**src/sprite_pkg.sv**
```systemverilog
// Fixed 8-bit line address caps a line at 256 pixels; index 0 is always transparent.
package sprite_pkg;

	// Line address width.
	// Limits one line to 256 pixels.
	localparam int ADDR_W = 8;

	// Colour index per pixel.
	// Index 0 means transparent and is never written.
	localparam int INDEX_W = 4;

	// Palette number per strip.
	localparam int PAL_W = 8;

	// Stored pixel.
	// Palette in the upper bits, index in the lower bits.
	localparam int PIX_W = PAL_W + INDEX_W;

	// Pixels carried by one strip command.
	localparam int STRIP_LEN = 16;

	// Packed strip indices.
	// Pixel 0 sits in the lowest nibble.
	localparam int STRIP_W = STRIP_LEN * INDEX_W;

	// Cleared pixel code.
	// All ones, as left behind by the scanout.
	localparam logic [PIX_W-1:0] BACKDROP = '1;

	// Transparent index value.
	localparam logic [INDEX_W-1:0] INDEX_CLEAR = '0;

endpackage

```
**src/sprite_line_writer.sv**
```systemverilog
// One strip in flight; no back-pressure, so cmd_valid while busy is dropped and asserted on.
module sprite_line_writer (
	input  logic                           CLK,
	input  logic                           rst_n,
	input  logic                           cmd_valid,
	input  logic [sprite_pkg::ADDR_W-1:0]  cmd_x,
	input  logic [sprite_pkg::PAL_W-1:0]   cmd_pal,
	input  logic [sprite_pkg::STRIP_W-1:0] cmd_pixels,
	output logic                           render_busy,
	output logic                           wr_pal_en,
	output logic [sprite_pkg::PAL_W-1:0]   wr_pal,
	output logic                           wr_load,
	output logic [sprite_pkg::ADDR_W-1:0]  wr_addr,
	output logic                           wr_step,
	output logic                           wr_we,
	output logic [sprite_pkg::INDEX_W-1:0] wr_index
);

	import sprite_pkg::*;

	localparam int CNT_W = $clog2(STRIP_LEN);
	localparam logic [CNT_W-1:0] LAST_PIX = CNT_W'(STRIP_LEN - 1);

	// Strip in progress.
	logic busy_q;
	// Pixel number being presented.
	logic [CNT_W-1:0] cnt_q;
	// Remaining indices, current one at the bottom.
	logic [STRIP_W-1:0] shift_q;
	// Start x of the strip.
	logic [ADDR_W-1:0] x_q;
	logic accept;

	// Command taken only when idle.
	assign accept = cmd_valid && !busy_q;

	// Busy covers the accept cycle plus 16 pixel cycles.
	assign render_busy = busy_q || cmd_valid;

	// Palette goes out in the accept cycle.
	// The buffer latches it at the end of that cycle.
	assign wr_pal_en = accept;
	assign wr_pal = cmd_pal;

	// Control sequencing.
	always_ff @(posedge CLK) begin
		if (!rst_n) begin
			busy_q <= 1'b0;
			cnt_q <= '0;
		end else if (accept) begin
			busy_q <= 1'b1;
			cnt_q <= '0;
		end else if (busy_q) begin
			cnt_q <= cnt_q + 1'b1;
			// Last pixel presented.
			if (cnt_q == LAST_PIX) begin
				busy_q <= 1'b0;
			end
		end
	end

	// Strip payload.
	always_ff @(posedge CLK) begin
		if (accept) begin
			shift_q <= cmd_pixels;
			x_q <= cmd_x;
		end else if (busy_q) begin
			// Next index into the low nibble.
			shift_q <= shift_q >> INDEX_W;
		end
	end

	// First pixel reloads the address, the rest step it.
	assign wr_load = busy_q && (cnt_q == '0);
	assign wr_step = busy_q && (cnt_q != '0);
	assign wr_addr = x_q;

	// Current index.
	assign wr_index = shift_q[INDEX_W-1:0];

	// Transparent pixels leave the line untouched.
	// Earlier sprites show through.
	assign wr_we = busy_q && (wr_index != INDEX_CLEAR);

	// A new strip may only start once the previous one is finished.
	a_no_cmd_while_busy: assert property (
		@(posedge CLK) disable iff (!rst_n)
		cmd_valid |-> !busy_q
	) else $error("sprite_line_writer: strip command while busy");

endmodule

```
**config.mk**
```make
export PLATFORM = sky130hd
export DESIGN_NAME = sprite_line_writer
export DESIGN_NICKNAME = d
export VERILOG_FILES = /design/src/sprite_pkg.sv /design/src/sprite_line_writer.sv
export SDC_FILE = /design/constraint.sdc
export NUM_CORES = 1
export LEC_CHECK = 0
export BUFFER_PORTS_ARGS = -buffer_cell sky130_fd_sc_hd__buf_2
export CAP_MARGIN = 40
export CORE_ASPECT_RATIO = 0.8
export CORE_MARGIN = 5
export CORE_UTILIZATION = 56
export CTS_BUF_LIST = sky130_fd_sc_hd__clkbuf_4 sky130_fd_sc_hd__clkbuf_8
export DETAILED_ROUTE_END_ITERATION = 12
export PLACE_DENSITY = 0.88
export SYNTH_ARGS = -nofsm -noshare
export SYNTH_HDL_FRONTEND = slang
export SYNTH_SLANG_ARGS = --single-unit
export TNS_END_PERCENT = 5
```
**constraint.sdc**
```tcl
create_clock -name CLK -period 3.5 [get_ports CLK]
set_input_delay 0.7 -clock CLK [delete_from_list [all_inputs] [get_ports CLK]]
set_output_delay 0.7 -clock CLK [all_outputs]
set_load 0.02 [all_outputs]
```
Word-level counts from Yosys, hierarchy flattened

Index checks and enable logic that the tools add are counted.

Add/sub/neg operators: 1
Eq/ne operators: 1
Multiplexer cells: 5
Bitwise operators: 1
Reductions and logical operators: 11

Operator list:

| kind                                        | count |
|---|---|
| 2-to-1 mux 64 bit                           | 2 |
| nonzero test 4 bit                          | 2 |
| adder 4 x 1 -> 4 bit, second input constant | 1 |
| equality test 4 bit, second input constant  | 1 |
| logical AND 1 bit                           | 4 |
| logical NOT 4 bit                           | 1 |
| 2-to-1 mux 1 bit                            | 3 |
| nonzero test 2 bit                          | 1 |
| OR reduction 2 bit                          | 1 |
| logical NOT 1 bit                           | 1 |
| logical OR 1 bit                            | 1 |
| inverter 1 bit                              | 1 |

Bits in registers: 77
Input bits: 83
Output and inout port bits: 25

Longest topological paths before layout

Word-level depth: 4
Mapped depth: 7
Depth with buffers taken out: 4

Least setup slack after synthesis

OpenSTA, ideal clock, no wires.

Path type: input port to output port
Start: input port cmd_valid
End: output port render_busy
Data arrival time: 1.608 ns
Data required time: 2.800 ns
Path slack: 1.192 ns
Stages on the path: 1
Path buffers: 0
Cell sequence: or2_2

Longest elaborated chain between the ends: 1

Ends and longest elaborated chain:

| item             | RTL line                 | RTL |
|---|---|---|
| start, declared  | sprite_line_writer.sv:5  | `input logic cmd_valid,` |
| logical OR 1 bit | sprite_line_writer.sv:38 | `assign render_busy = busy_q \|\| cmd_valid;` |
| end, declared    | sprite_line_writer.sv:9  | `output logic render_busy,` |

Every way passes these cells.

Worst setup path in the final report

Start: register busy_q
End: output port wr_pal_en

Longest elaborated chain between the ends: 2

Ends and longest elaborated chain:

| item                   | RTL line                 | RTL |
|---|---|---|
| start, declared        | sprite_line_writer.sv:25 | `logic busy_q;` |
| start signal, assigned | sprite_line_writer.sv:48 | `busy_q <= 1'b0;` |
| start signal, assigned | sprite_line_writer.sv:51 | `busy_q <= 1'b1;` |
| start signal, assigned | sprite_line_writer.sv:57 | `busy_q <= 1'b0;` |
| logical NOT 1 bit      | sprite_line_writer.sv:35 | `assign accept = cmd_valid && !busy_q;` |
| logical AND 1 bit      | sprite_line_writer.sv:35 |  |
| end, declared          | sprite_line_writer.sv:10 | `output logic wr_pal_en,` |

Every way passes these cells.

==> results.sh <==
export IMPL_i_o_buffers=91
export IMPL_setup_tns_final_ps=0
export IMPL_post_route_drc_count=0
export IMPL_path_max_fanout=28
export IMPL_globalRouteTotalUtil_pct=17.28
export IMPL_power_density_nw_per_um2=503.5
export IMPL_max_slew_margin_pct=54.86
export IMPL_drt_initial_drc_count=122
export IMPL_yosys_top_cells_area="edfxtp_1, nand2_1, dfxtp_1"
export IMPL_syn_area_um2=3334
export IMPL_grt_antenna_before_repair=0
export IMPL_worstSetupPathType="register to primary output"
export IMPL_critical_path_max_stage_delay_ps=530
export IMPL_die_area_um2=7607
export IMPL_design_portCount=108
export IMPL_insertion_delay_ps=340
export IMPL_rsz0062_at_grt="false"
export IMPL_outcome="finished clean"
export IMPL_overall_routed_net_length_um=6204
export IMPL_drv_slew=0
export IMPL_crit_path_start_kind="register"
export IMPL_ctsLongestPathBuffers=2
export IMPL_replace_congestion=0.8151
export IMPL_global_route_wire_length_before_repair_um=9756
export IMPL_total_via_count_in_the_routed_design=2278
export IMPL_number_of_global_route_vias_before_repair=2254
export IMPL_fp_coreArea_um2=5849
export IMPL_start_util_pct=57.01
export IMPL_synth_seq_cells=77
export IMPL_crit_path_cell_trace="nand2b_2, inv_2, buf_2"
export IMPL_fmax_mhz=426.3
export IMPL_cts_resized=0
export IMPL_drt_pass1_iterations=4
export IMPL_report_final_hold_viol_count=0
export IMPL_cts_clk_slew_worst_paths_ps=70
export IMPL_ant_nets=0
export IMPL_finClkSkew_ps=3.737
export IMPL_post_dp_hpwl_um=4341
export IMPL_cp_required_ps=2800
export IMPL_ir_drop_mv=0.3498
export IMPL_clock_sinks=77
export IMPL_ys_top_cells_by_count="nand2_1, edfxtp_1, buf_4"
export IMPL_detail_route_vias_per_cell=4.766
export IMPL_p_leak_uw=0.001846
export IMPL_post_syn_instances=314
export IMPL_synth_area_leader_cell="edfxtp_1"
export IMPL_ys_seq_area_share_pct=67.84
export IMPL_setup_violations=0
export IMPL_cts_hold_fix_buffers=0
export IMPL_final_period_utilization_pct=67.02
export IMPL_end_kind="primary output"
export IMPL_overflow=0
export IMPL_crit_path_top_delay_cell="dfxtp_1"
export IMPL_synthesis_yosys_warnings=0
export IMPL_worst_hold_path_type="register to register"
export IMPL_syn_nets=399
export IMPL_die_height_um=79.02
export IMPL_critical_path_arrival_ps=1650
export IMPL_synth_top_cell_area_share_pct=64.84
export IMPL_tritoncts="done"
export IMPL_post_synth_num_cell_types=23
export IMPL_syn_avg_cell_area_um2=10.62
export IMPL_htree_num_levels=3
export IMPL_worst_slew_pin_transition_ps=677.1
export IMPL_chip_width_um=96.27
export IMPL_cts_root_buf="clkbuf_8"
export IMPL_wl_per_cell_um=12.98
export IMPL_yosysMostFrequentCell="nand2_1"
export IMPL_final_fill_count=473
export IMPL_grt_max_degree=73
export IMPL_synth_async_reset_ratio_pct=0
export IMPL_post_route_min_period_ps=2346
export IMPL_count_of_flip_flops_with_a_built_in_enable_after_synthesis=72
export IMPL_drive_above_1_share_pct=28.21
export IMPL_total_power_uw=1956
export IMPL_rows=25
export IMPL_synthToLayoutAreaGrowth_pct=16.51
export IMPL_antenna_diode_count=0
export IMPL_numCtsBuffers=9
export IMPL_nets=478
export IMPL_postCtsSetupBuffers=0
export IMPL_max_cap_violations=0
export IMPL_synth_ff_type="edfxtp_1"
[power by group]
group / switching, uW / internal, uW / leakage [uW]
clock network: 289 / 273 / 0.0000879
registers: 30.7 / 1130 / 0.000777
logic: 141 / 88.1 / 0.000981
[layout make-up]
class | instances | area (um2) | share of cell area [%]
sequential | 77 | 2262 | 58.23
multi-input combinational | 207 | 864.6 | 22.25
timing repair buffer | 95 | 485.5 | 12.50
clock buffer | 12 | 146.4 | 3.768
tap | 81 | 101.3 | 2.609
clock inverter | 3 | 13.76 | 0.3543
inverter | 3 | 11.26 | 0.2899
[path summary, 6_finish.rpt]
path                             startpoint     endpoint  slack (ps)  cells after the start
worst max-delay path                 busy_q    wr_pal_en        1150                      3
worst min-delay path            shift_q[20]  shift_q[16]         520                      2
worst max register to register       busy_q  shift_q[60]        1500                      4
worst min register to register  shift_q[20]  shift_q[16]         520                      2
[metrics by stage]
stage               std cells  worst slack [ps]  util (%)  cell area [um2]  hold slack [ps]
global route              478              1030     66.42             3885            496.5
floorplan                 314              1192         -             3334            490.5
finish                    478              1154     66.42             3885            518.8
detailed placement        463              1257     63.68             3725            503.2
global placement          463              1260     63.68             3725            493.5
CTS                       478              1147     66.42             3885            510.3
[layout by cell type (no fill, tap or decap)]
cell,netlist,final
clkbuf_4,0,3
nand4_1,2,2
nor2_1,1,1
nand2_1,180,180
nor3b_1,1,1
dfxtp_1,5,5
nor2b_1,2,2
buf_4,13,4
o21ai_0,2,2
a21boi_0,1,1
ha_1,2,2
o41a_1,1,1
inv_2,1,1
clkinv_2,0,2
clkbuf_8,0,9
clkinv_1,0,1
nand2b_1,2,1
or2_2,1,1
xnor2_1,2,2
a21oi_1,2,2
inv_1,2,2
nand2b_2,0,1
and2_1,5,5
edfxtp_1,72,72
and3_1,3,3
buf_2,3,91
[worst max-delay path, delay by kind of cell (launching register included)]
kind	cells	cell delay, ps
simple gates	1	520
buf+inv	2	240
flops	1	530
[layer usage]
metal | routed length (um) | track usage (%) | part of all wire, % | vias up
met5 | 0 | 0 | 0 | -
met4 | 102 | 6.960 | 1.6 | 0
met3 | 603 | 6.913 | 9.7 | 12
met2 | 2919 | 27.15 | 47 | 78
met1 | 2580 | 21.25 | 42 | 1024
li1 | - | - | - | 1164
[flip-flops by register name, indices dropped and copies added, names as in the netlist]
signal   count
shift_q     64
wr_addr      8
cnt_q        4
busy_q       1
[cell families (layout without fill, tap and decap cells)]
logic type	count (synthesis)	in the layout	share of synthesized area (%)
AND/OR/NAND/NOR	197	197	23.41
AO/OA/AOI/OAI	6	6	1.163
flip-flops	77	77	67.84
adder cells (fa/ha/maj)	2	2	0.7503
XOR/XNOR	2	2	0.5254
buffers and inverters	30	113	6.304
Note: power is estimated with default switching activity, not from simulation.
