<file path="config.mk">
export PLATFORM = sky130hd
export DESIGN_NAME = line_buffer
export DESIGN_NICKNAME = d
export VERILOG_FILES = /design/src/sprite_pkg.sv /design/src/spram.sv /design/src/line_buffer.sv
export SDC_FILE = /design/constraint.sdc
export NUM_CORES = 2
export LEC_CHECK = 0
export BUFFER_PORTS_ARGS = -buffer_cell sky130_fd_sc_hd__buf_4
export CORE_MARGIN = 3
export CORE_UTILIZATION = 55
export DETAILED_ROUTE_END_ITERATION = 16
export GPL_TIMING_DRIVEN = 1
export PLACE_DENSITY = 0.71
export SYNTH_ARGS = -nofsm -noshare
export SYNTH_HDL_FRONTEND = slang
export SYNTH_HIERARCHICAL = 1
export SYNTH_SLANG_ARGS = --single-unit
</file>
<file path="constraint.sdc">
create_clock -name CLK -period 10 [get_ports CLK]
set_input_delay 0.5 -clock CLK [delete_from_list [all_inputs] [get_ports CLK]]
set_output_delay 0.5 -clock CLK [all_outputs]
set_load 0.01 [all_outputs]
</file>
<file path="src/sprite_pkg.sv">
// Fixed 8-bit line address caps a line at 256 pixels; index 0 is always transparent.
package sprite_pkg;

	// Line address width.
	// Limits one line to 256 pixels.
	localparam int ADDR_W = 8;

	// Colour index per pixel.
	// Index 0 means transparent and is never written.
	localparam int INDEX_W = 4;

	// Palette number per strip.
	localparam int PAL_W = 8;

	// Stored pixel.
	// Palette in the upper bits, index in the lower bits.
	localparam int PIX_W = PAL_W + INDEX_W;

	// Pixels carried by one strip command.
	localparam int STRIP_LEN = 16;

	// Packed strip indices.
	// Pixel 0 sits in the lowest nibble.
	localparam int STRIP_W = STRIP_LEN * INDEX_W;

	// Cleared pixel code.
	// All ones, as left behind by the scanout.
	localparam logic [PIX_W-1:0] BACKDROP = '1;

	// Transparent index value.
	localparam logic [INDEX_W-1:0] INDEX_CLEAR = '0;

endpackage

</file>
<file path="src/spram.sv">
// Read-first single-port RAM; no reset, so contents are unknown until written.
module spram #(
	parameter int ADDR_BITS = 8,
	parameter int DATA_BITS = 12
) (
	input  logic                 CLK,
	input  logic [ADDR_BITS-1:0] address,
	input  logic [DATA_BITS-1:0] data,
	input  logic                 wren,
	output logic [DATA_BITS-1:0] q
);

	localparam int DEPTH = 2 ** ADDR_BITS;

	// Storage array.
	logic [DATA_BITS-1:0] mem [DEPTH];

	// Write port.
	always_ff @(posedge CLK) begin
		if (wren) begin
			mem[address] <= data;
		end
	end

	// Registered read every cycle.
	// On a write cycle q picks up the old word.
	always_ff @(posedge CLK) begin
		q <= mem[address];
	end

endmodule

</file>
<file path="src/line_buffer.sv">
// Addresses must stay below LINE_PIXELS; strips may not wrap past the line end.
module line_buffer #(
	parameter int LINE_PIXELS = 192
) (
	input  logic                           CLK,
	input  logic                           rst_n,
	input  logic                           display,
	input  logic                           pal_en,
	input  logic [sprite_pkg::PAL_W-1:0]   pal,
	input  logic                           wr_load,
	input  logic [sprite_pkg::ADDR_W-1:0]  wr_addr,
	input  logic                           wr_step,
	input  logic                           wr_we,
	input  logic [sprite_pkg::INDEX_W-1:0] wr_index,
	input  logic                           rd_load,
	input  logic                           rd_step,
	input  logic                           rd_we,
	output logic [sprite_pkg::PIX_W-1:0]   data_out
);

	import sprite_pkg::*;

	// Palette of the strip being rendered.
	logic [PAL_W-1:0] pal_q;
	// Address counter.
	logic [ADDR_W-1:0] addr_q;
	logic [ADDR_W-1:0] addr_mux;
	logic [ADDR_W-1:0] addr_load;
	logic load;
	logic step;
	logic we;
	logic [PIX_W-1:0] data_in;

	// Palette latch.
	// Only the rendering buffer takes it.
	always_ff @(posedge CLK) begin
		if (pal_en && !display) begin
			pal_q <= pal;
		end
	end

	// Role select between render bus and display bus.
	assign load = display ? rd_load : wr_load;
	assign step = display ? rd_step : wr_step;
	assign we = display ? rd_we : wr_we;

	// Display always starts at x = 0.
	assign addr_load = display ? '0 : wr_addr;

	// Clearing writes backdrop behind the scan.
	assign data_in = display ? BACKDROP : {pal_q, wr_index};

	// Load beats step, step beats hold.
	assign addr_mux = load ? addr_load : (step ? addr_q + 1'b1 : addr_q);

	// Counter keeps the address used this cycle.
	always_ff @(posedge CLK) begin
		if (!rst_n) begin
			addr_q <= '0;
		end else begin
			addr_q <= addr_mux;
		end
	end

	// Line storage, accessed at the muxed address this cycle.
	spram #(
		.ADDR_BITS(ADDR_W),
		.DATA_BITS(PIX_W)
	) u_ram (
		.CLK(CLK),
		.address(addr_mux),
		.data(data_in),
		.wren(we),
		.q(data_out)
	);

	// Writer and scanout addresses both stay inside the visible line.
	a_addr_in_line: assert property (
		@(posedge CLK) disable iff (!rst_n)
		(load || step || we) |-> (int'(addr_mux) < LINE_PIXELS)
	) else $error("line_buffer: access at x=%0d past line end", addr_mux);

endmodule

</file>
After elaboration in Yosys (flattened, before gate mapping)
Memories as Yosys holds them, arrays and structs flattened. A register that Yosys moved wholly into a read port is not among the register bits.
Cells that the tools add are included.
{"block": "op_classes", "n_addsub": 1, "n_mul": 0, "div": 0, "order_cmp": 0, "n_eq_ne": 0, "n_shift": 0, "muxes": 9, "bitwise_logic": 0, "reduce_logical": 2}
{"operator": "8-bit two-way mux", "count": 3}
{"operator": "12-bit two-way mux", "count": 1}
{"operator": "8-bit by 1-bit adder with 8-bit output, second input constant", "count": 1}
{"operator": "1-bit two-way mux", "count": 5}
{"operator": "1-bit logical AND", "count": 1}
{"operator": "1-bit logical NOT", "count": 1}
{"block": "totals", "ff_bits": 16, "latchBits": 0, "ramBits": 3072, "mem_bits_ro": 0, "inputBits": 30, "output_inout_bits": 12, "memories": 1}
{"memory": "u_ram.mem", "words": 256, "width": 12, "rd": 1, "rd_ports_with_merged_regs": 1, "write_ports": 1, "line": "spram.sv:16", "rtl": "logic [DATA_BITS-1:0] mem [DEPTH];"}

Depth between registers and ports, before layout
{"block": "logic_depth", "word_depth": 3, "depth_mapped": 15, "depth_no_buf": 9}

Cells and area by module
Netlist, hierarchy kept.
{"mod": "spram", "instances": 1, "cells_per_inst": 5137, "area_each_um2": 116844.6, "seq_area_each_um2": 92488.7}
{"mod": "line_buffer", "instances": 1, "cells_per_inst": 89, "area_each_um2": 873.3, "seq_area_each_um2": 400.4}

Worst setup path before layout
Ideal clock, no wire load.
{"block": "synth_path", "path_kind": "input port to flip-flop", "from": "input port display", "to": "memory u_ram.mem[108][0], enable pin", "setup_time_ns": 0.380, "t_arrival_ns": 3.374, "setup_slack_ns": 6.246, "path_stages": 14, "n_path_buf": 7, "cell_sequence": "buf_6 > mux2i_1 > buf_2 > nor2_1 > xnor2_1 > o21ai_0 > clkbuf_1 > and2_1 > clkbuf_1 > buf_2 > buf_1 > nand3_1 > clkbuf_1 > nor2_1"}
{"block": "synth_between", "elab_chain_len": 3, "word_cells_on_any_way": 8, "cone_classes": "mux: 8"}
{"item": "start, declared", "line": "line_buffer.sv:7", "rtl": "input logic display,"}
{"item": "1-bit two-way mux", "line": "line_buffer.sv:44", "rtl": "assign step = display ? rd_step : wr_step;"}
{"item": "8-bit two-way mux", "line": "line_buffer.sv:54", "rtl": "assign addr_mux = load ? addr_load : (step ? addr_q + 1'b1 : addr_q);"}
{"item": "8-bit two-way mux (*)", "line": "line_buffer.sv:54"}
{"item": "named net addr_mux[3]", "line": "line_buffer.sv:27", "rtl": "logic [ADDR_W-1:0] addr_mux;"}
{"item": "end, declared", "line": "spram.sv:16"}
Mark *: on every way through the listed nets, which the timed path passes. The rest lies on a longest branch.

Final worst setup path
{"block": "layout_path", "from": "input port display", "to": "memory u_ram.mem[134][9], enable pin"}
Same word-level chain as after synthesis.

==> results.txt <==
Placed wire-length estimate: 160 mm
Synth Area in Compound Gates: 0.0370
Design Area, Final: 133000 sq um
Netlist cell types: 38
Final Skew: 0.0554 ns
Sequential Power Share: 0.523
Hold endpoint: addr_q[6]
NetSw: 6.01 mW
Total global-route track usage: 0.263
Area growth, synth to finish: 12.6%
Syn_nets: 5257
Fin nets: 5582
Routability cong.: 0.827
Post-route ant nets: 0
Sink Count: 3100
Hold slack: 0.0941 ns
Sequential fraction of the synthesis area: 0.789
Failing checks: slew limit
Fmax: 173 MHz
Via density per instance: 6.67
Largest family of logic cells by synthesized area: multiplexers
Setup TNS: 0 ns
Vias: 57400
Synth Area in Simple Gates: 0.0140
Fin crit share: 0.579
Num CTS Buffers: 316
Pwr dens: 208 nW/um^2
Synth top area share: 0.786
Worst min-delay path class: in2reg
Crit path DAT: 6.29 ns
TritonRoute pass-1 iters: 5
Post-CTS setup buffer count: 0
Initial Util: 0.554
Clock share of power: 0.400
CTS clock-pin slew for the worst setup and hold paths: 0.06 ns
Die width: 469 um
Mapped Area: 118000 sq um
IO Pins: 42
FF-to-FF Start: addr_q[0]
WP data required: 10.51 ns
Wire length of the first global-routing pass: 416 mm
R2R setup slack: 4.39 ns
Cell Int Power: 21.5 mW
Layout cell share with drive strength beyond 1: 0.276
WHS Path Cells: 5
Multiplexer area fraction after synthesis: 0.147
Post-Syn Area per Cell: 22.5 sq um
CP startpoint kind: primary input
Hold Path Origin: wr_addr[6]
Final Setup Violations: 0
Mean routed wirelength per cell: 33.2 um
Skew-Pair Late Insertion Delay: 0.93 ns
Initial antenna violation count: 10
Largest net degree at the start of global routing: 225
R2r worst-path depth: 9
Yosys warns: 6
Die H: 469 um
Starting DRT DRC Count: 8154
Setup ws final: 4.21 ns
CTS H-tree lvls: 5
Max Cap Viol: 0
CTS tree: yes
Relative slew slack: -0.0942
Vias in the first global route: 57600
Placeable Area: 213000 sq um
Critical R2R Capture: u_ram/mem[134][9]
Synth Area in Adders: 0.000106
GRT overflow: 0
RSZ-0062 raised after global routing: no
Yosys top cell by area: edfxtp_1
Seq. cell area: 92900 sq um
Synth area leaders: edfxtp_1, mux4_2, a22oi_1
Worst vdd ir: 0.197 mV
Syn Inst Count: 5226
Leakage: 40.0 nW
Total Wirelength: 285 mm
Count of state elements after synthesis: 3100
Clk buf depth: 4
Area of the multi-input gates: 23700 sq um
Minimum clock period: 5.79 ns
Category of the most critical setup path: in2reg
Worst-Margin Slew: 1.64 ns
Final Hold Vio Count: 0
PortBufs: 41
Die ar.: 220000 sq um
DP Area: 123000 sq um
Drt drc: 0
CP Capture Type: register
Fill cells: 13900
Synth Area in XOR/XNOR: 0.000223
Sw Ratio: 0.218
Dpl ws: 3.40 ns
Combinational Power Share: 0.077
Status: finished with violations
Rows: 169
Max-slew violations: 120
Root Buffer: clkbuf_16
Max FO, Critical Path: 28
==> worst max-delay path by stage <==
stage,startpoint,to,slack [ns],cells past startpoint
6_report,display,u_ram/mem[134][9],4.21,10
5_1_grt,display,u_ram/mem[134][9],4.13,10
4_1_cts,display,u_ram/mem[134][9],4.36,10
3_5_place_dp,display,u_ram/mem[134][6],3.40,10
3_3_place_gp,display,u_ram/mem[134][0],3.46,10
2_1_floorplan,display,u_ram/mem[108][0],6.25,14
==> registers in the layout (all words and copies together) (netlist names) <==
name,count
addr_q,8
pal_q,8
u_ram/mem,3072
u_ram/q,12
==> cell usage after synthesis (all sizes together) <==
master	instances
nand3b	1
nor2b	8
mux2	2
or3	1
or2	14
o31a	1
mux4	768
ha	1
and2b	2
nor2	233
nand2	37
inv	2
and2	8
nand2b	6
nand3	21
nor3	30
a21boi	1
o41ai	48
a21oi	192
o211ai	3
mux2i	3
a22oi	384
xnor2	2
xor2	1
nand4	13
or2b	1
edfxtp	3080
nor4	1
dfxtp	20
a32oi	2
clkbuf	207
or4	3
o21ai	7
buf	123
==> through the flow <==
step	power, mW	util	cells
after global placement	16.8	0.578	8037
after detailed placement	16.8	0.578	8037
after global routing	28.3	0.624	8609
after CTS	27.7	0.624	8600
final	27.5	0.624	8609
after floorplan	16.1	-	5226
==> what timing repair did <==
action / in CTS / in global routing
endpoints found under the hold margin: 16 / 0
resized for setup: 0 / 0
hold buffers: 17 / 0
==> layout by cell type, fill, tap and decap left out, types with 3 or more instances in the layout <==
cell type | synthesis | final
a21oi_1 | 192 | 192
a22oi_1 | 384 | 384
and2_1 | 8 | 7
buf_12 | 0 | 21
buf_4 | 13 | 299
bufinv_16 | 0 | 16
clkbuf_1 | 207 | 51
clkbuf_16 | 0 | 324
clkbuf_8 | 0 | 5
clkinv_1 | 0 | 78
clkinv_2 | 0 | 58
clkinvlp_4 | 0 | 7
dfxtp_1 | 20 | 20
diode_2 | 0 | 9
dlygate4sd3_1 | 0 | 17
edfxtp_1 | 3080 | 3080
inv_6 | 0 | 6
mux2i_1 | 3 | 3
mux4_2 | 768 | 768
nand2_1 | 37 | 34
nand2_2 | 0 | 3
nand2b_1 | 6 | 4
nand3_1 | 21 | 13
nand3_2 | 0 | 8
nand4_1 | 13 | 13
nor2_1 | 233 | 215
nor2_2 | 0 | 17
nor2b_1 | 8 | 5
nor3_2 | 0 | 30
o211ai_1 | 3 | 3
o21ai_0 | 7 | 3
o41ai_1 | 48 | 45
o41ai_2 | 0 | 3
or2_4 | 0 | 12
or4_1 | 3 | 3
==> cell families after synthesis <==
family | Yosys count
compound gates | 638
fa+ha+maj | 1
flops | 3100
mux | 773
buf+inv | 332
xor+xnor | 3
simple gates | 379
==> routing by layer <==
layer,vias up,share of wire,GRT usage
met5,-,0.000095,0
met4,4,0.043,0.102
met3,581,0.11,0.0532
met2,3516,0.48,0.401
met1,30300,0.37,0.383
li1,23000,-,-
==> critical path, cell delays in order <==
cell and delay [ns]:
buf_4 0.28, mux2i_1 0.84, nor2b_1 0.15, xnor2_1 0.18, o21ai_1 0.63, buf_4 0.31, nor2b_4 0.69, buf_4 0.52
nand3_2 0.92, nor2_1 1.19
==> cell type report <==
| cell class | instances | share of cell area |
|---|---|---|
| inverters | 2 | 0.0000566 |
| well taps | 2821 | 0.0266 |
| multi-input cells | 1794 | 0.179 |
| diodes | 9 | 0.000170 |
| flip-flops and latches | 3100 | 0.701 |
| clock inverters | 166 | 0.00894 |
| clock buffers | 380 | 0.0631 |
| repair buffers | 337 | 0.0214 |
==> power groups by stage <==
stage               combinational [mW]  clock (mW)  sequential [mW]
floorplan                         1.40           0             14.7
global placement                  2.09           0             14.7
detailed placement                2.11           0             14.7
CTS                               2.13        11.2             14.4
global route                      2.23        11.7             14.4
finish                            2.11        11.0             14.4
No activity file was read; power rests on OpenSTA's default activity.
