[src/sprite_pkg.sv]
// Fixed 8-bit line address caps a line at 256 pixels; index 0 is always transparent.
package sprite_pkg;

	// Line address width.
	// Limits one line to 256 pixels.
	localparam int ADDR_W = 8;

	// Colour index per pixel.
	// Index 0 means transparent and is never written.
	localparam int INDEX_W = 4;

	// Palette number per strip.
	localparam int PAL_W = 8;

	// Stored pixel.
	// Palette in the upper bits, index in the lower bits.
	localparam int PIX_W = PAL_W + INDEX_W;

	// Pixels carried by one strip command.
	localparam int STRIP_LEN = 16;

	// Packed strip indices.
	// Pixel 0 sits in the lowest nibble.
	localparam int STRIP_W = STRIP_LEN * INDEX_W;

	// Cleared pixel code.
	// All ones, as left behind by the scanout.
	localparam logic [PIX_W-1:0] BACKDROP = '1;

	// Transparent index value.
	localparam logic [INDEX_W-1:0] INDEX_CLEAR = '0;

endpackage

[src/line_scanout.sv]
// Two cycles per pixel, no stall; line_start during a scan is ignored and asserted on.
module line_scanout #(
	parameter int LINE_PIXELS = 192
) (
	input  logic                          CLK,
	input  logic                          rst_n,
	input  logic                          line_start,
	input  logic [sprite_pkg::PIX_W-1:0]  rd_data,
	output logic                          rd_load,
	output logic                          rd_step,
	output logic                          rd_we,
	output logic                          pix_valid,
	output logic [sprite_pkg::ADDR_W-1:0] pix_x,
	output logic [sprite_pkg::PIX_W-1:0]  pix_color,
	output logic                          line_done
);

	import sprite_pkg::*;

	localparam logic [ADDR_W-1:0] LAST_X = ADDR_W'(LINE_PIXELS - 1);

	// Scan running.
	logic active_q;
	// Low in the read phase, high in the clear phase.
	logic phase_q;
	// Current pixel position.
	logic [ADDR_W-1:0] x_q;
	// End of line pulse.
	logic done_q;
	logic read_phase;
	logic clear_phase;

	assign read_phase = active_q && !phase_q;
	assign clear_phase = active_q && phase_q;

	// Read then clear for each x.
	always_ff @(posedge CLK) begin
		if (!rst_n) begin
			active_q <= 1'b0;
			phase_q <= 1'b0;
			x_q <= '0;
			done_q <= 1'b0;
		end else begin
			done_q <= 1'b0;
			if (!active_q) begin
				if (line_start) begin
					active_q <= 1'b1;
					phase_q <= 1'b0;
					x_q <= '0;
				end
			end else if (!phase_q) begin
				phase_q <= 1'b1;
			end else begin
				phase_q <= 1'b0;
				// Last pixel cleared, end the line.
				if (x_q == LAST_X) begin
					active_q <= 1'b0;
					done_q <= 1'b1;
				end else begin
					x_q <= x_q + 1'b1;
				end
			end
		end
	end

	// First read loads address 0, later reads step.
	assign rd_load = read_phase && (x_q == '0);
	assign rd_step = read_phase && (x_q != '0);

	// Clear the location just read.
	assign rd_we = clear_phase;

	// RAM output is valid in the clear phase.
	assign pix_valid = clear_phase;
	assign pix_x = x_q;
	assign pix_color = rd_data;
	assign line_done = done_q;

	// No restart while a line is being scanned.
	a_no_start_mid_scan: assert property (
		@(posedge CLK) disable iff (!rst_n)
		line_start |-> !active_q
	) else $error("line_scanout: line_start during a scan");

endmodule

[config.mk]
export PLATFORM = sky130hd
export DESIGN_NAME = line_scanout
export DESIGN_NICKNAME = d
export VERILOG_FILES = /design/src/sprite_pkg.sv /design/src/line_scanout.sv
export SDC_FILE = /design/constraint.sdc
export NUM_CORES = 1
export LEC_CHECK = 0
export BUFFER_PORTS_ARGS = -buffer_cell sky130_fd_sc_hd__buf_2
export CORE_UTILIZATION = 43
export DETAILED_ROUTE_END_ITERATION = 7
export GPL_ROUTABILITY_DRIVEN = 0
export GPL_TIMING_DRIVEN = 0
export PLACE_DENSITY = 0.8
export REMOVE_ABC_BUFFERS = 1
export SLEW_MARGIN = 40
export SYNTH_ARGS = -nofsm -noshare
export SYNTH_HDL_FRONTEND = slang
export SYNTH_SLANG_ARGS = --single-unit
[constraint.sdc]
create_clock -name CLK -period 2 [get_ports CLK]
set_input_delay 0.4 -clock CLK [delete_from_list [all_inputs] [get_ports CLK]]
set_output_delay 0.4 -clock CLK [all_outputs]
set_load 0.01 [all_outputs]
# Yosys cells after proc, flatten, opt, wreduce, memory -nomap -nowiden
# Cells that the tools add are included.
[word_totals] register_bits=11 latch_bits=0 mem_bits_rw=0 rom_bits=0 in_bits=15 memories=0
[classes] add_sub_neg=1 mul=0 div=0 n_lt_le_gt_ge=0 n_eq_ne=3 n_shift=0 mux=12 bitwise_logic=0 n_reduce_logical=10
[op_table] op="$mux 8" count=4
[op_table] op="$add 8x1->8 const B" count=1
[op_table] op="$eq 8x8->1 const B" count=1
[op_table] op="$logic_not 8->1" count=1
[op_table] op="$mux 1" count=8
[op_table] op="$reduce_bool 8->1" count=1
[op_table] op="$reduce_and 3->1" count=2
[op_table] op="$logic_and 1x1->1" count=4
[op_table] op="$ne 2x1->1 const B" count=1
[op_table] op="$ne 2x2->1 const B" count=1
[op_table] op="$reduce_bool 2->1" count=1
[op_table] op="$logic_not 1->1" count=1

# Depth between registers and ports, before layout
# Gate-level depths: netlist of run 1.
[depth] word_depth=4 mapped_depth=6

# Worst setup path after synthesis of run 1
# Ideal clock, no wire load.
[synth_path] path_type="reg-to-reg" startpoint="register x_q[0] (netlist: pix_x[0])" endpoint="register x_q[5] (netlist: pix_x[5])" setup_ns=0.122 t_arrival_ns=1.437 required_time_ns=1.878 setup_slack_ns=0.441 path_stages_with_launch=7 n_path_buf=1 period_less_slack_ns=1.559 path_cell_list="dfxtp_1 ha_1 and3_1 buf_2 a21oi_4 nor2_1 a311o_1"
[synth_between] elab_chain_cells=4
[synth_lines] element="start, declared" line="line_scanout.sv:27" rtl="logic [ADDR_W-1:0] x_q;"
[synth_lines] element="start signal, assigned" line="line_scanout.sv:60" rtl="x_q <= x_q + 1'b1;"
[synth_lines] element="$add 8x1->8" line="line_scanout.sv:60"
[synth_lines] element="$mux 8" line="line_scanout.sv:56" rtl="if (x_q == LAST_X) begin"
[synth_lines] element="$mux 8" line="line_scanout.sv:51" rtl="end else if (!phase_q) begin"
[synth_lines] element="$mux 8" line="line_scanout.sv:45" rtl="if (!active_q) begin"
# Several ways; a longest one is shown, not always the timed one. The select of a mux whose other input is x is not followed.
# A chain may end at the register's enable or synchronous reset.

# Final worst setup path of run 1
[layout_path] startpoint="register x_q[0] (netlist: pix_x[0])" endpoint="output rd_load"
[layout_between] elab_chain_cells=2
[layout_lines] element="$logic_not 8->1" line="line_scanout.sv:67" rtl="assign rd_load = read_phase && (x_q == '0);"
[layout_lines] element="$logic_and 1x1->1" line="line_scanout.sv:67"
[layout_lines] element="end, declared" line="line_scanout.sv:9" rtl="output logic rd_load,"
# No other way between the ends.

==> results of run 1 <==
## flip-flops by register name (all words and copies together) (netlist names)
signal	flops
pix_x	8
active_q	1
line_done	1
phase_q	1
## power by group through the flow
stage | Sequential (mW) | Combinational [mW] | Clock [mW]
final | 0.228 | 0.0329 | 0.156
after global routing | 0.228 | 0.0356 | 0.168
after CTS | 0.228 | 0.0329 | 0.156
after detailed placement | 0.233 | 0.0326 | 0
after global placement | 0.233 | 0.0323 | 0
after floorplan | 0.232 | 0.0196 | 0
## layer usage
layer | global-route usage [%] | wire length, um | share of wire (%)
met5 | 0 | 0 | 0
met1 | 18.67 | 646 | 43
met3 | 11.67 | 159 | 10
met4 | 9.375 | 19 | 1.3
met2 | 23.64 | 689 | 45
## cell usage after synthesis (all sizes together)
cell and number:
nor2 4, and3 2, buf 14, a311o 1, nand3b 1, and4 1, o22ai 1, a31o 3
nand2 13, a211oi 1, nor2b 3, nand4 1, dfxtp 11, nor3 4, nand3 4, or2b 1
clkbuf 1, mux2i 3, a21boi 2, a21oi 3, inv 4, o21ai 2, and2 2, ha 2
nor4 1, and4b 2, nand2b 2
## cell type report
cell class                 instances  area share [%]
clock buffer                       4           3.477
inverter                           4           1.987
multi-input combinational         59           52.81
sequential                        11           29.14
tap                               16           2.649
timing repair buffer              15           9.934
## cells by family after synthesis
| group | after synthesis | share of synthesized area [%] |
|---|---|---|
| DFF | 11 | 29.73 |
| AOI/OAI and AO/OA | 13 | 13.68 |
| and+or+nand+nor | 41 | 32.77 |
| adders and majority gates | 2 | 3.378 |
| muxes | 3 | 4.054 |
| buffers and inverters | 19 | 16.38 |
## worst max-delay path, stage by stage (launching register included)
cell	delay, ps
dfxtp_1	430
inv_1	70
ha_1	180
and4_1	190
nor2b_1	130
buf_2	130
## path summary, 6_finish.rpt
check / startpoint / end / slack (ps) / depth (start not counted)
worst max-delay path: pix_x[0] / rd_load / 210 / 5
worst min-delay path: line_start / phase_q / 450 / 4
worst max register to register: pix_x[0] / pix_x[5] / 390 / 5
worst min register to register: phase_q / phase_q / 510 / 2
==> results.yml, run 1 <==
clock_tree:
  cts_tree: "built"
  clkSinkCount: 11
  post-cts-setup-buffers: 0
  clk_latency_ps: 270
  root_buffer: "clkbuf_4"
  htree_levels: 1
  hold_buffers: 0
  cts_made_buffers: 3
  path_clk_slew_ps: 70
  cts_buffer_depth: 2
  cts_resized: 0
logic_synthesis:
  seq_area_frac_synth_pct: 29.73
  ys_ff_latch: 11
  ys_types: 32
  syn_area_um2: 740.7
  avgSynthCellArea_um2: 8.323
  syn_inst: 89
  synth_top_area_share_pct: 29.73
  yosys.area.top_type: "dfxtp_1"
  yosysWarnings: 0
  synthTopCellsByArea: "dfxtp_1 30%, buf_4 13%, nand2_1 6.1%"
sta:
  maxSlewViolCount: 0
  slew_headroom_pct: 81.51
  period_needed_ps: 1791
  fin_ws_ps: 209.1
  setup_violations: 0
  fmax_ghz: 0.5584
  clock_skew_ps: 3.116
  rsz0062_at_grt: "false"
  hold_ws_ps: 446.1
  tightest_slew_ps: 277.4
  fin_crit_sh_pct: 89.55
  fin_setup_tns_ps: 0
  finalHoldViolCount: 0
cells_and_area:
  multiInputGateArea_um2: 399.1
  fillers: 152
  design_area_um2: 755.7
  synthToLayoutAreaGrowth_pct: 2.027
  antenna_cells: 0
  final_cell_count_no_fill: 109
  sequential_cell_area_um2: 220.2
  drive_gt1_share_pct: 25.81
  fin_util_pct: 48.48
  layout.nets: 111
  final_common_cell: "buf_2"
  final_cell_mix: "15 x buf_2, 12 x nand2_1, 11 x dfxtp_1"
drt:
  wl_per_cell_um: 13.90
  drtPass1Iterations: 6
  drtIter0Drc: 14
  ant_nets: 0
  num_vias: 610
  via_per_inst: 5.596
  wl_um: 1515
  drc: 4
status:
  violations: "design-rule violations"
  status: "complete, but fails checks"
power_and_ir_drop:
  pwr-share-seq_pct: 54.6
  power.density_nw_per_um2: 552.0
  internal-power_mw: 0.3127
  switching_share_pct: 25.03
  net-switching-power_mw: 0.1044
  p_leak_nw: 0.3416
  pwr-share-clk_pct: 37.5
  totalPowerFinal_mw: 0.4171
  vdd_drop_max_uv: 255.1
  combPwrFrac_pct: 7.9
worst_setup_path:
  critPathRequiredTime_ps: 1600
  path_class: "flop to primary output"
  arrival_ps: 1390
  start_kind: "flop"
  crit_fanout: 6
  end_kind: "primary output"
placed_design:
  place_ws_ps: 402.6
  place_area_um2: 729.5
  dp_hpwl_um: 1099
  port_buffers: 15
  dp.cells: 105
global_routing:
  overflow: 0
  grt_use_total_pct: 16.78
  antenna_found_initial: 0
  grt_pass1_wl_um: 2311
  grt_max_degree: 15
  grt_pass1_vias: 534
min_path:
  hp-class: "input pin to flop"
die:
  core_area_um2: 1559
  ios: 40
  rows: 14
  dieHeight_um: 43.51
  die_width_um: 43.51
  die_area_um2: 1893
  initial_utilization_pct: 47.51
flow_run:
  cap_violations: 0
No activity file was read; power rests on OpenSTA's default activity.
==> run 2: changes to the inputs <==
Settings changed: ABC_AREA set to 1, RECOVER_POWER set to 50.
==> run 2 against run 1 <==
The run still ends with design-rule violations left. Final area fell by 0.50%. Combinational power increased by 96%. Critical path depth shrank 1. Flip-flop and latch count unchanged. Synthesized cell count increased by 30%. First-iteration DRC count is 14% lower. Clock-buffer cell count is the same. Non-clock buffer count is the same. Clock skew shrank 0.67 ps. Register-to-register slack improved by 120 ps. Critical path type unchanged. Largest cell class unchanged. Highest routed layer unchanged.
==> results.yml, run 2 <==
clock_tree:
  clk_latency_ps: 280
  clkSinkCount: 11
  cts_made_buffers: 3
  htree_levels: 1
  path_clk_slew_ps: 70
  root_buffer: "clkbuf_4"
  cts_buffer_depth: 2
  cts_tree: "built"
  hold_buffers: 0
  cts_resized: 0
  post-cts-setup-buffers: 0
placed_design:
  port_buffers: 15
  place_area_um2: 738.2
  dp_hpwl_um: 1128
worst_setup_path:
  path_class: "flop to primary output"
  arrival_ps: 1490
  end_kind: "primary output"
  critPathRequiredTime_ps: 1600
  r2r_setup_slack_ps: 510
  critical_path.max_stage_delay_ps: 510
  r2r_cells: 8
  start_kind: "flop"
  crit_fanout: 9
  reg2reg_from: "pix_x[1]"
  crit_path_top_delay_cell: "dfxtp_1"
  worstPathCellList: "inv_1, or2_0, a31oi_1, buf_2"
  r2r-end: "pix_x[3]"
logic_synthesis:
  synthTopCellsByArea: "dfxtp_1 29%, nand2_1 15%, buf_4 13%"
  yosys.area.top_type: "dfxtp_1"
  synth-xor-area-share_pct: 0
  avgSynthCellArea_um2: 6.526
  synth_commonest_cells: "31 x nand2_1, 16 x nor2_1, 13 x buf_4"
  synth_top_area_share_pct: 29.09
  yosysWarnings: 0
  ys_ff_latch: 11
  synth_top_family_by_area: "simple AND/OR/NAND/NOR gates"
  seq_area_frac_synth_pct: 29.09
  async_flop_share_pct: 0
  synth-main-ff-cell: "dfxtp_1"
  synth_edf_count: 0
  syn_inst: 116
  yosys.area_share.simple_pct: 41.16
  synth_compound_area_share_pct: 5.455
  yosys-mux-area-fraction_pct: 0
  synth_most_common_cell: "nand2_1"
  syn_area_um2: 757.0
  ys_types: 19
  synth_fa_ha_area_share_pct: 3.306
drt:
  via_per_inst: 4.956
  drtIter0Drc: 12
  ant_nets: 0
  drtPass1Iterations: 6
  wl_um: 1551
  num_vias: 674
  wl_per_cell_um: 11.40
  drc: 1
sta:
  clock_skew_ps: 2.446
  fin_crit_sh_pct: 94.37
  tightest_slew_ps: 315.3
  setup_violations: 0
  rsz0062_at_grt: "false"
  slew_headroom_pct: 78.95
  period_needed_ps: 1887
  maxSlewViolCount: 0
  fin_setup_tns_ps: 0
  fmax_ghz: 0.5298
  finalHoldViolCount: 0
power_and_ir_drop:
  power.density_nw_per_um2: 610.2
  p_leak_nw: 0.3622
  vdd_drop_max_uv: 382.6
cells_and_area:
  fillers: 167
  largest_reg_flops: 8
  synthToLayoutAreaGrowth_pct: -0.6612
  drive_gt1_share_pct: 21.67
  design_area_um2: 752.0
  layout.nets: 138
  antenna_cells: 0
  final_common_cell: "nand2_1"
  final_cell_mix: "32 x nand2_1, 17 x nor2_1, 13 x buf_2"
global_routing:
  grt_pass1_vias: 579
  grt_use_total_pct: 18.70
  overflow: 0
  grt_max_degree: 13
  antenna_found_initial: 0
  grt_pass1_wl_um: 2546
min_path:
  hp-start: "line_start"
  worstHoldEndpoint: "phase_q"
  hp-class: "input pin to flop"
  hold_depth: 4
die:
  ios: 40
  core_area_um2: 1577
  dieHeight_um: 43.96
  die_area_um2: 1932
  die_width_um: 43.96
  initial_utilization_pct: 48.02
  rows: 14
status:
  status: "complete, but fails checks"
  violations: "design-rule violations"
flow_run:
  cap_violations: 0
-- run 2: changes by cell type in the layout (fill, tap and decap cells not counted), moves of 5 or more --
cell	delta
inv_1	+5
nand3_1	+5
nand2_1	+20
a21oi_1	+5
nor2_1	+13
-- run 2: worst max-delay path by stage --
stage                   from       to  slack [ps]  depth (start not counted)
floorplan           pix_x[0]  rd_load         570                          5
detailed placement  active_q  rd_step         440                          4
global route        active_q  rd_step           5                          4
CTS                 active_q  rd_step         140                          4
global placement    active_q  rd_step         440                          4
finish              active_q  rd_step         110                          4
-- run 2: report_power, final --
group          switching (mW)  internal [mW]  total (mW)
clock                  0.0813         0.0774       0.159
sequential             0.0102          0.226       0.236
combinational          0.0402         0.0242      0.0644
-- run 2: worst max-delay path, delay by kind of cell (launching register included) --
kind                   cells  cell delay (ps)
AOI/OAI and AO/OA          1              150
DFF                        1              510
and+or+nand+nor            1              280
buffers and inverters      2              270
-- run 2: cell type report --
class / count / area [um^2] / share of cell area, %
Timing Repair Buffer: 15 / 72.57 / 9.651
Multi-Input combinational cell: 78 / 367.9 / 48.92
Inverter: 12 / 45.04 / 5.990
Tap cell: 16 / 20.02 / 2.662
Clock buffer: 4 / 26.28 / 3.494
Sequential cell: 11 / 220.2 / 29.28
-- run 2: layer usage --
| metal | part of all wire (%) | global-route usage [%] |
|---|---|---|
| met1 | 52 | 24.24 |
| met2 | 37 | 22.69 |
| met3 | 8.2 | 10.83 |
| met4 | 3.0 | 12.73 |
| met5 | 0 | 0 |
-- run 2: cell families after synthesis --
kind of cell,after synthesis
adder cells (fa/ha/maj),2
buffers and inverters,27
AND/OR/NAND/NOR,68
flip-flops,11
AO/OA/AOI/OAI,8
-- run 2: per-stage QoR --
stage	setup WS, ps	total power [mW]	cells	hold slack [ps]	utilization, %
final	112.5	0.4589	136	411.6	47.70
after global routing	4.542	0.4843	136	435.5	47.70
after CTS	138.6	0.4610	136	412.7	48.49
after detailed placement	444.8	0.3057	132	466.5	46.83
after global placement	439.8	0.3040	132	462.1	46.83
after floorplan	571.2	0.2849	101	451.8	-
